## src/mips_pkg.sv

```systemverilog
package mips_pkg;

	// Data, address and instruction words share one width
	typedef logic [31:0] word_t;
	typedef logic [4:0] reg_addr_t;

	// Primary opcodes, bits 31:26
	typedef enum logic [5:0] {
		op_special = 6'h00,
		op_j       = 6'h02,
		op_jal     = 6'h03,
		op_beq     = 6'h04,
		op_bne     = 6'h05,
		op_addiu   = 6'h09,
		op_slti    = 6'h0A,
		op_andi    = 6'h0C,
		op_ori     = 6'h0D,
		op_xori    = 6'h0E,
		op_lui     = 6'h0F,
		op_lw      = 6'h23,
		op_sw      = 6'h2B
	} opcode_t;

	// SPECIAL funct codes, bits 5:0
	typedef enum logic [5:0] {
		fn_sll   = 6'h00,
		fn_srl   = 6'h02,
		fn_sra   = 6'h03,
		fn_jr    = 6'h08,
		fn_mfhi  = 6'h10,
		fn_mflo  = 6'h12,
		fn_multu = 6'h19,
		fn_addu  = 6'h21,
		fn_subu  = 6'h23,
		fn_and   = 6'h24,
		fn_or    = 6'h25,
		fn_xor   = 6'h26,
		fn_slt   = 6'h2A,
		fn_sltu  = 6'h2B
	} funct_t;

	typedef enum logic [3:0] {
		alu_add, alu_sub, alu_and, alu_or, alu_xor, alu_slt,
		alu_sltu, alu_sll, alu_srl, alu_sra, alu_lui
	} alu_op_t;

	// Source of the register file write value
	typedef enum logic [2:0] {wb_alu, wb_mem, wb_link, wb_hi, wb_lo} wb_sel_t;

	localparam word_t reset_vector = 32'hBFC00000;
	// Jumping here ends the program
	localparam word_t halt_address = 32'h00000000;
	localparam reg_addr_t reg_v0 = 5'd2;
	localparam reg_addr_t reg_ra = 5'd31;

endpackage

```

## src/mips_next_pc.sv

```systemverilog
module mips_next_pc (
	input  logic            clk,
	input  logic            reset,
	input  logic            enable,
	input  logic            branch,
	input  logic            branch_ne,
	input  logic            equal,
	input  logic            jump,
	input  logic            jump_reg,
	input  logic [15:0]     immediate,
	input  logic [25:0]     jump_target,
	input  mips_pkg::word_t rs_data,
	output mips_pkg::word_t pc,
	output mips_pkg::word_t pc_plus4
);
	import mips_pkg::*;

	word_t branch_target;
	word_t jump_address;
	word_t pc_next;
	logic  taken;

	assign pc_plus4 = pc + 32'd4;

	// Word offset relative to the following instruction
	assign branch_target = pc_plus4 + {{14{immediate[15]}}, immediate, 2'b00};

	// Stays inside the current 256 MB region
	assign jump_address = {pc_plus4[31:28], jump_target, 2'b00};

	// BNE inverts the sense of the compare
	assign taken = branch && (branch_ne ? !equal : equal);

	always_comb begin
		if (jump_reg) begin
			pc_next = rs_data;
		end else if (jump) begin
			pc_next = jump_address;
		end else if (taken) begin
			pc_next = branch_target;
		end else begin
			pc_next = pc_plus4;
		end
	end

	always_ff @(posedge clk) begin
		if (reset) begin
			pc <= reset_vector;
		end else if (enable) begin
			pc <= pc_next;
		end
	end

endmodule

```

## config.mk

```make
export PLATFORM = sky130hd
export DESIGN_NAME = mips_next_pc
export DESIGN_NICKNAME = d
export VERILOG_FILES = /design/src/mips_pkg.sv /design/src/mips_next_pc.sv
export SDC_FILE = /design/constraint.sdc
export NUM_CORES = 1
export LEC_CHECK = 0
export ABC_CLOCK_PERIOD_IN_PS = 10670
export BUFFER_PORTS_ARGS = -buffer_cell sky130_fd_sc_hd__buf_2
export CAP_MARGIN = 20
export CORE_MARGIN = 2
export CORE_UTILIZATION = 56
export CTS_CLUSTER_SIZE = 28
export DETAILED_ROUTE_END_ITERATION = 16
export PLACE_DENSITY = 0.88
export SLEW_MARGIN = 20
export SYNTH_ARGS = -nofsm -noshare
export SYNTH_HDL_FRONTEND = slang
export SYNTH_SLANG_ARGS = --single-unit
```

## constraint.sdc

```tcl
create_clock -name clk -period 10.67 [get_ports clk]
set_input_delay 2.134 -clock clk [delete_from_list [all_inputs] [get_ports clk]]
set_output_delay 2.134 -clock clk [all_outputs]
set_load 0.01 [all_outputs]
```

# ---- Word-level counts from Yosys, hierarchy flattened
# Index checks and enable logic that the tools add are counted.
dict set report word_totals {
  out_inout_bits 64
  ram_bits 0
  in_bits 82
  register_bits 32
  wordCells 9
  latch_bits 0
  mem_bits_ro 0
  mem_count 0
}
dict set report op_classes {
  eq_ne 0
  bitwise 0
  n_reduce_logical 2
  n_mul 0
  n_addsub 2
  magnitude_cmp 0
  n_mux 4
  div_mod_pow 0
  n_shift 0
}
# cell count
set op_table {}
lappend op_table {{$mux W32} 3}
lappend op_table {{$add A32 B3 Y32 const B} 1}
lappend op_table {{$add A32 B32 Y32} 1}
lappend op_table {{$logic_and A1 B1 Y1} 1}
lappend op_table {{$logic_not A1 Y1} 1}
lappend op_table {{$mux W1} 1}

# ---- Depth between registers and ports, before layout
# Gate-level depths: netlist of the first run.
dict set report logic_depth {
  ltp_word 6
  ltp_mapped 16
  mapped_depth_nobuf 15
}

# ---- Worst setup path after synthesis of the first run
# No wires, ideal clock.
dict set report synth_path {
  kind {input to register}
  startpoint {in immediate[0]}
  endpoint {reg pc[16]}
  n_path_buf 0
  setup_time_ns 0.070
  t_arrival_ns 4.361
  t_required_ns 10.600
  path_slack_ns 6.240
  cell_stages 11
  cell_sequence {ha_1 -> fa_1 -> a21o_1 -> a21oi_2 -> o21ai_2 -> a31oi_4 -> o21bai_2 -> a21o_1 -> a2111o_1 -> o211a_1 -> a21oi_1}
}
dict set report synth_via {
  elab_chain_len 4
}
# element line
set synth_rtl {}
lappend synth_rtl {{start: declaration} mips_next_pc.sv:10} ;# input logic [15:0] immediate,
lappend synth_rtl {{$add A32 B32 Y32} mips_next_pc.sv:26} ;# assign branch_target = pc_plus4 + {{14{immediate[15]}}, immediate, 2'b00};
lappend synth_rtl {{$mux W32} mips_next_pc.sv:39} ;# end else if (taken) begin
lappend synth_rtl {{$mux W32} mips_next_pc.sv:37} ;# end else if (jump) begin
lappend synth_rtl {{$mux W32} mips_next_pc.sv:35} ;# if (jump_reg) begin
lappend synth_rtl {{end signal: assignment} mips_next_pc.sv:48} ;# pc <= reset_vector;
lappend synth_rtl {{end signal: assignment} mips_next_pc.sv:50} ;# pc <= pc_next;
lappend synth_rtl {{end: declaration} mips_next_pc.sv:13} ;# output mips_pkg::word_t pc,
# No other way between the ends.
# A chain may end at the register's enable or synchronous reset.

# ---- Worst setup path after layout of the first run
dict set report layout_path {
  startpoint {in immediate[15]}
  endpoint {reg pc[30]}
}
# The elaborated chain is that of the path after synthesis.

==> run summary, run 1 <==
clock skew: 0.004718 ns
Syn Nets: 682
layout cell share with drive strength beyond 1: 26.28%
Hold Vio Cnt, Final: 0
Wirelength per Cell: 18.61 um
CP max FO: 24
largest net degree at the start of global routing: 52
Nets: 803
gr usage total: 34.16%
n_diodes: 0
Hold Path Cell Cnt: 2
Yosys cell types: 74
peak per-stage delay on the critical path: 0.71 ns
Vias/cell: 6.412
setup TNS: 0 ns
#FFs+latches synth: 32
final period utilization: 45.47%
RSZ-0062 raised after global routing: false
Synth area leaders: dfxtp_1, ha_1, xnor2_1, a21oi_1, nand2_1
Slew Limit Fails: 0
CTS resizes: 0
Reg2Reg Setup Slack: 6.21 ns
core box area: 0.007253 mm2
Worst setup EP type: flop
Max Freq: 206.1 MHz
first-pass GRT wire length: 23120 um
Hold EP: pc[1]
Max Cap Viol: 0
Hold Path Origin: pc[1]
Cells after Synth: 563
Worst Setup Start Kind: input pin
leading area contributor after synthesis: dfxtp_1
Setup CP Type: input pin to flop
die height: 90.56 um
CP required: 10.85 ns
H-tree depth: 2
HP Class: flop to flop
worst flop-to-flop path endpoint: pc[30]
warnings from Yosys: 0
Reg2Reg Launch Point: pc[4]
Antenna Violating Nets Remaining: 0
FF-to-FF path depth: 15
Top Registers: pc: 32 flops
Final Setup Violations: 0
routability cong.: 0.9422
DRC: 0
placement row count: 31
crit path max-delay cell type: a2111oi_0
worst vdd rail ir drop: 0.05363 mV
most frequent CP cell: o21ai_0
run status: completed
root buffer cell: clkbuf_8
Initial Utilization: 57.84%
die area: 0.008200 mm2
DRT Pass-1 Iters: 8
Routed WL: 14590 um
post-synthesis cell area: 0.004195 mm2
Tightest Pin Transition: 1.037 ns
worst rel slew slack: 30.79%
top-count cell post-synth: nand2_1
buffers plus inverters on the worst setup path: 1
initial antenna violation count: 0
Synth Flop Type: dfxtp_1
HPWL Detailed: 10720 um
Max clock buf depth: 2
number of flops mapped to enable cells by yosys: 0
critical-path cell list: buf_2, ha_1, a21oi_1, nor2_1, a2111oi_0, nand2b_1, o21ai_0, a31oi_1, o21ai_0, xnor2_1, o21bai_1
final std cells w/o fill: 784
Hold-fix buffers, CTS: 0
CP top delay family: compound AO/OA/AOI/OAI gates
fin crit period: 4.852 ns
leakage power total: 0.002395 uW
GRT overflow: 0
CP arrival: 5.03 ns
Worst-Skew Late Latency: 0.29 ns
area grow syn2layout: 19.92%
Inst Count DP: 776
Yosys top cell area share: 15.27%
die width: 90.56 um
I/O pin total: 146
Syn Area/Cell: 7.452 um2
total number of vias: 5027
PwrDens: 105.5 mW/mm2
number of flip-flops in the largest register: 32
largest register by flop count: pc
CTS tree: built
register area share after synthesis: 15.27%
port buffer count: 145
post-synthesis async set-or-reset flop share: 0%
total CTS buffers: 5
number of global-route vias before repair: 4732
starting DRC count in detailed routing: 404
Post-CTS Setup Bufs: 0
most common library cells after synthesis: nand2_1, nor2_1, a21oi_1, ha_1, dfxtp_1
Sink Count: 32
clock slew at reported path FFs: 0.08 ns
-- worst reg2reg max path, stage by stage (launching register included) --
cell,delay (ns)
dfxtp_1,0.48
and3_1,0.24
nand3_1,0.33
nor2_1,0.34
nand3_1,0.13
xnor2_1,0.36
ha_1,0.33
a21oi_1,0.30
nor2_1,0.10
a2111oi_0,0.71
nand2b_1,0.19
o21ai_0,0.07
a31oi_1,0.31
o21ai_0,0.20
xnor2_1,0.19
o21bai_1,0.08
-- placed cells by master, fill, tap and decap left out, drive strengths merged, types with 14 or more instances in the layout --
master	Yosys	routed
inv	14	14
nand3	14	14
o21ai	31	31
nand2	61	61
buf	9	147
xnor2	29	29
a21o	26	26
ha	36	36
dfxtp	32	32
a21oi	50	50
nor3	25	25
nor2	51	51
xor2	20	20
a211oi	15	15
-- stage by stage --
step                setup slack [ns]  hold slack (ns)  cell area [um2]  power (uW)  util (%)
floorplan                      6.240           0.5339             4195       317.6         -
global placement               5.826           0.4831             4905       383.9     67.62
detailed placement             5.683           0.5052             4905       389.2     67.62
CTS                            5.962           0.5232             5031       523.5     69.36
global route                   5.506           0.5467             5031       557.0     69.36
finish                         5.818           0.5145             5031       530.8     69.36
-- routing by layer --
metal / up-vias / routed length, um / track usage (%)
li1: 2327 / - / -
met1: 2363 / 6048 / 44.81
met2: 297 / 6738 / 57.90
met3: 40 / 1401 / 4.174
met4: 0 / 404 / 11.41
met5: - / 0 / 0
-- logic make-up after synthesis --
group | share of synthesized area [%]
buffers and inverters | 4.951
flip-flops | 15.27
AO/OA/AOI/OAI | 34.21
adder cells (fa/ha/maj) | 11.21
multiplexers | 0.9544
AND/OR/NAND/NOR | 23.17
XOR/XNOR | 10.23
-- worst max-delay path by stage --
stage,from,end,slack (ns),cells after the start
6_report,immediate[15],pc[30],5.82,11
5_1_grt,immediate[15],pc[30],5.51,11
4_1_cts,immediate[15],pc[30],5.96,11
3_5_place_dp,immediate[15],pc[30],5.68,11
3_3_place_gp,immediate[15],pc[30],5.83,11
2_1_floorplan,immediate[0],pc[16],6.24,11
-- report_power, final --
part | total, uW | switching, uW | internal, uW | leakage [uW]
Sequential | 145 | 15.5 | 129 | 0.000265
Clock | 136 | 53.9 | 82.6 | 0.0000645
Combinational | 250 | 147 | 103 | 0.00207
Total | 531 | 216 | 315 | 0.00240
-- area by class of cell --
type | count | area (um2)
clock buffers | 7 | 96.34
well taps | 99 | 123.9
inverters | 14 | 52.55
repair buffers | 147 | 740.7
flip-flops and latches | 32 | 640.6
fillers | 642 | 2222
multi-input cells | 484 | 3347
clock inverters | 1 | 30.03
No activity file was read; power rests on OpenSTA's default activity.
==> run 2, diff against run 1 <==
--- a/config.mk
+++ b/config.mk
@@ -5,14 +5,14 @@
 export SDC_FILE = /design/constraint.sdc
 export NUM_CORES = 1
 export LEC_CHECK = 0
-export ABC_CLOCK_PERIOD_IN_PS = 10670
+export ABC_CLOCK_PERIOD_IN_PS = 4650
 export BUFFER_PORTS_ARGS = -buffer_cell sky130_fd_sc_hd__buf_2
 export CAP_MARGIN = 20
 export CORE_MARGIN = 2
-export CORE_UTILIZATION = 56
+export CORE_UTILIZATION = 52
 export CTS_CLUSTER_SIZE = 28
 export DETAILED_ROUTE_END_ITERATION = 16
-export PLACE_DENSITY = 0.88
+export PLACE_DENSITY = 0.83
 export SLEW_MARGIN = 20
 export SYNTH_ARGS = -nofsm -noshare
 export SYNTH_HDL_FRONTEND = slang
==> constraint.sdc (replaced) <==
create_clock -name clk -period 4.65 [get_ports clk]
set_input_delay 0.93 -clock clk [delete_from_list [all_inputs] [get_ports clk]]
set_output_delay 0.93 -clock clk [all_outputs]
set_load 0.01 [all_outputs]
==> run 2 against run 1 <==
Clock power increased by 68%. Flip-flop and latch count unchanged. Clock skew increased by 0.0032 ns. Combinational power increased by 130%. Die area increased by 7.3%. Final cell count increased by 0.89%. Power increased by 110%. Final area about the same. Register-to-register slack got worse by 5.7 ns. Critical endpoint unchanged.
==> run summary, run 2 (same netlist as run 1, synthesis figures left out) <==
CTS tree: built
placement row count: 32
Worst setup EP type: flop
Worst Setup Start Kind: flop
setup TNS: 0 ns
Antenna Violating Nets Remaining: 0
peak per-stage delay on the critical path: 0.57 ns
total number of vias: 5014
Pwr Total: 1134 uW
Hold Path Origin: pc[1]
root buffer cell: clkbuf_8
Hold Vio Cnt, Final: 0
crit path max-delay cell type: a2111oi_0
Inst Count DP: 783
Post-CTS Setup Bufs: 0
number of flip-flops in the largest register: 32
CP required: 4.82 ns
fill cell count: 707
CP arrival: 4.31 ns
final period utilization: 89.09%
Worst-Skew Late Latency: 0.29 ns
Max Freq: 241.4 MHz
CP max FO: 6
run status: completed
RSZ-0062 raised after global routing: false
Reg2Reg Launch Point: pc[4]
largest net degree at the start of global routing: 51
total CTS buffers: 5
fin crit period: 4.143 ns
n_diodes: 0
Sink Count: 32
PwrDens: 225.6 mW/mm2
die height: 93.82 um
Top Registers: pc: 32 flops
Hold-fix buffers, CTS: 0
gr usage total: 32.53%
Final Setup Violations: 0
initial antenna violation count: 0
DRT Pass-1 Iters: 5
area grow syn2layout: 19.83%
routability cong.: 0.9290
commonest non-fill, non-tap cell in the layout: buf_2
H-tree depth: 2
largest register by flop count: pc
port buffer count: 145
first-pass GRT wire length: 22930 um
I/O pin total: 146
HPWL Detailed: 11050 um
Wirelength per Cell: 18.44 um
die area: 0.008802 mm2
core box area: 0.007767 mm2
layout cell share with drive strength beyond 1: 26.56%
Max Cap Viol: 0
number of global-route vias before repair: 4639
Tightest Pin Transition: 0.8979 ns
Routed WL: 14590 um
Max clock buf depth: 2
critical-path cell list: and3_1, nand3_1, nor2_1, nand3_1, xnor2_1, ha_1, a21oi_1, nor2_1, a2111oi_0, nand2b_1, o21ai_0, a31oi_1, o21ai_0, xnor2_1, o21bai_1
worst rel slew slack: 40.14%
Multi-input gate area: 0.003347 mm2
sequential cell area: 640.6 um2
clock skew: 0.007960 ns
Vias/cell: 6.339
Slew Limit Fails: 0
leakage power total: 0.002392 uW
final std cells w/o fill: 791
HP Class: flop to flop
most frequent cells in the layout: buf_2, nand2_1, nor2_1
Initial Utilization: 54.01%
Setup CP Type: flop to flop
CTS resizes: 0
worst vdd rail ir drop: 0.1411 mV
GRT overflow: 0
Critical Path Source: pc[4]
Nets: 807
die width: 93.82 um
starting DRC count in detailed routing: 333
DRC: 0
clock slew at reported path FFs: 0.08 ns
run 2: cell count changes in the layout (fill, tap and decap cells not counted), sizes merged:
cell / before / now
buf: 147 / 151
bufinv: 1 / 0
clkbuf: 7 / 6
clkinv: 0 / 1
clkinvlp: 0 / 1
run 2: critical path, delay by kind of cell (launching register included):
family / cells / cell delay, ns
flip-flops: 1 / 0.43
AND/OR/NAND/NOR: 6 / 1.15
XOR/XNOR: 2 / 0.55
AO/OA/AOI/OAI: 6 / 1.55
adder cells (fa/ha/maj): 1 / 0.34
run 2: metrics by stage:
step | util [%] | instance area, um2 | hold WS, ns | worst slack (ns)
after global placement | 63.58 | 4938 | 0.4826 | 0.8767
after global routing | 64.72 | 5027 | 0.5535 | 0.02152
after floorplan | - | 4195 | 0.5339 | 1.010
final | 64.72 | 5027 | 0.5174 | 0.5072
after CTS | 64.72 | 5027 | 0.5205 | 0.5772
after detailed placement | 63.58 | 4938 | 0.5016 | 0.6218
run 2: path summary, 6_finish.rpt:
| kind | endpoint | slack, ns | cells past startpoint |
|---|---|---|---|
| worst min-delay path | pc[1] | 0.52 | 2 |
| worst max register to register | pc[30] | 0.51 | 15 |
| worst min register to register | pc[1] | 0.52 | 2 |
| worst max-delay path | pc[30] | 0.51 | 15 |
run 2: metal layers:
metal  track usage, %  vias up  part of all wire [%]
li1                 -     2348                     -
met1            41.88     2356                    41
met4            13.89        0                   3.8
met3            5.538       56                   8.7
met5                0        -                     0
met2            53.39      254                    46
run 2: area by class of cell:
cell class / instances / area share, %
multi-input combinational: 484 / 66.58
clock buffer: 6 / 1.444
timing repair buffer: 151 / 15.33
clock inverter: 2 / 0.3235
tap: 102 / 2.539
sequential: 32 / 12.74
inverter: 14 / 1.045
run 2: where the power goes:
group          switching, uW  internal [uW]
Clock                    121            107
Sequential              35.0            296
Combinational            336            239
==> run 3, diff against run 2 <==
--- a/config.mk
+++ b/config.mk
@@ -5,7 +5,7 @@
 export SDC_FILE = /design/constraint.sdc
 export NUM_CORES = 1
 export LEC_CHECK = 0
-export ABC_CLOCK_PERIOD_IN_PS = 4650
+export ABC_CLOCK_PERIOD_IN_PS = 4000
 export BUFFER_PORTS_ARGS = -buffer_cell sky130_fd_sc_hd__buf_2
 export CAP_MARGIN = 20
 export CORE_MARGIN = 2
==> constraint.sdc (replaced) <==
create_clock -name clk -period 4 [get_ports clk]
set_input_delay 0.8 -clock clk [delete_from_list [all_inputs] [get_ports clk]]
set_output_delay 0.8 -clock clk [all_outputs]
set_load 0.01 [all_outputs]
==> run 3 against run 2 <==
Final cell count rose by 1.8%. Worst hold slack better by 0.0047 ns. Clock skew is 0.00097 ns higher. Critical path type unchanged. Largest cell class unchanged.
==> run summary, run 3 (same netlist as run 1, synthesis figures left out) <==
Reg2Reg Launch Point: pc[2]
leakage power total: 0.002483 uW
Wirelength per Cell: 18.87 um
die area: 0.008802 mm2
total CTS buffers: 5
routability cong.: 0.9508
die width: 93.82 um
clock skew: 0.008927 ns
run status: completed
DRT Pass-1 Iters: 5
clock slew at reported path FFs: 0.07 ns
Tightest Pin Transition: 0.8523 ns
CP required: 4.18 ns
placement row count: 32
H-tree depth: 2
CTS tree: built
Worst setup EP type: flop
Routed WL: 15190 um
gr usage total: 32.97%
Nets: 822
area grow syn2layout: 23.08%
Max clock buf depth: 2
Top Registers: pc: 32 flops
Hold-fix buffers, CTS: 0
HP Class: flop to flop
Antenna Violating Nets Remaining: 0
first-pass GRT wire length: 23140 um
Hold Path Origin: pc[1]
Initial Utilization: 54.01%
Hold Vio Cnt, Final: 0
Inst Count DP: 798
GRT overflow: 0
Max Freq: 268.0 MHz
Worst-Skew Late Latency: 0.29 ns
most frequent cells in the layout: buf_2, nand2_1, nor2_1
Reg2Reg Setup Slack: 0.27 ns
final period utilization: 93.30%
HPWL Detailed: 11360 um
Worst Setup Start Kind: flop
Finished Core Util: 66.48%
die height: 93.82 um
CP arrival: 3.91 ns
fin crit period: 3.732 ns
total number of vias: 5091
final std cells w/o fill: 805
Hold EP: pc[1]
Hold Path Cell Cnt: 2
worst vdd rail ir drop: 0.1237 mV
n_diodes: 0
largest net degree at the start of global routing: 51
fill cell count: 701
Setup CP Type: flop to flop
Vias/cell: 6.324
Slew Limit Fails: 0
starting DRC count in detailed routing: 420
I/O pin total: 146
largest register by flop count: pc
FF-to-FF path depth: 16
Final Setup Violations: 0
port buffer count: 145
PwrDens: 266.3 mW/mm2
commonest non-fill, non-tap cell in the layout: buf_2
worst flop-to-flop path endpoint: pc[30]
DRC: 0
number of flip-flops in the largest register: 32
CP max FO: 7
root buffer cell: clkbuf_8
worst rel slew slack: 43.18%
Max Cap Viol: 0
Sink Count: 32
core box area: 0.007767 mm2
layout cell share with drive strength beyond 1: 28.59%
initial antenna violation count: 0
number of global-route vias before repair: 4695
[run 3: area by class of cell]
class	count	area [um2]	share of cell area [%]
Multi-Input combinational cell	484	3363	65.13
Timing Repair Buffer	166	883.3	17.11
Sequential cell	32	640.6	12.41
Tap cell	102	127.6	2.472
Clock buffer	7	96.34	1.866
Inverter	14	52.55	1.018
[run 3: stage by stage]
step | total power, uW | setup WS (ns) | instance area [um2] | hold slack [ns] | setup TNS, ns
2_1_floorplan | 847.2 | 0.3603 | 4195 | 0.5339 | 0
3_3_place_gp | 1050 | 0.3445 | 5051 | 0.4828 | 0
3_5_place_dp | 1064 | 0.2630 | 5051 | 0.5066 | 0
4_1_cts | 1356 | 0.2380 | 5147 | 0.5239 | 0
5_1_grt | 1451 | -0.02605 | 5164 | 0.5539 | -0.02605
6_report | 1375 | 0.2681 | 5164 | 0.5221 | 0
[run 3: worst max path at each step]
stage	startpoint	to	slack, ns
3_3_place_gp	pc[8]	pc[30]	0.34
4_1_cts	pc[2]	pc[30]	0.24
2_1_floorplan	pc[7]	pc[29]	0.36
6_report	pc[2]	pc[30]	0.27
3_5_place_dp	pc[2]	pc[29]	0.26
5_1_grt	pc[2]	pc[30]	-0.03
[run 3: layer usage]
metal	wire [um]	up-vias	share of wire [%]	global-route usage [%]
li1	-	2368	-	-
met1	6067	2384	40	42.21
met2	7156	293	47	55.36
met3	1521	46	10	6.421
met4	446	0	2.9	10.99
met5	0	-	0	0
[run 3: critical path: stages, from the launching register on]
cell	delay (ns)
dfxtp_1	0.45
ha_1	0.25
nand2_1	0.16
nor2_2	0.22
and4_1	0.25
xor2_1	0.36
ha_1	0.37
nand2_1	0.12
nor2_1	0.05
a2111oi_0	0.38
buf_4	0.19
nand2b_1	0.11
o21ai_0	0.09
a31oi_2	0.24
o21ai_0	0.15
xnor2_1	0.16
o21bai_1	0.07
[run 3: power by group]
group / total (uW) / switching, uW / internal [uW]
logic: 698 / 404 / 294
clock network: 296 / 142 / 154
registers: 381 / 36.8 / 344
[run 3: repair_timing]
item                       CTS  global route
resized for setup            0             3
setup endpoints to repair    0             4
setup buffers                0             0
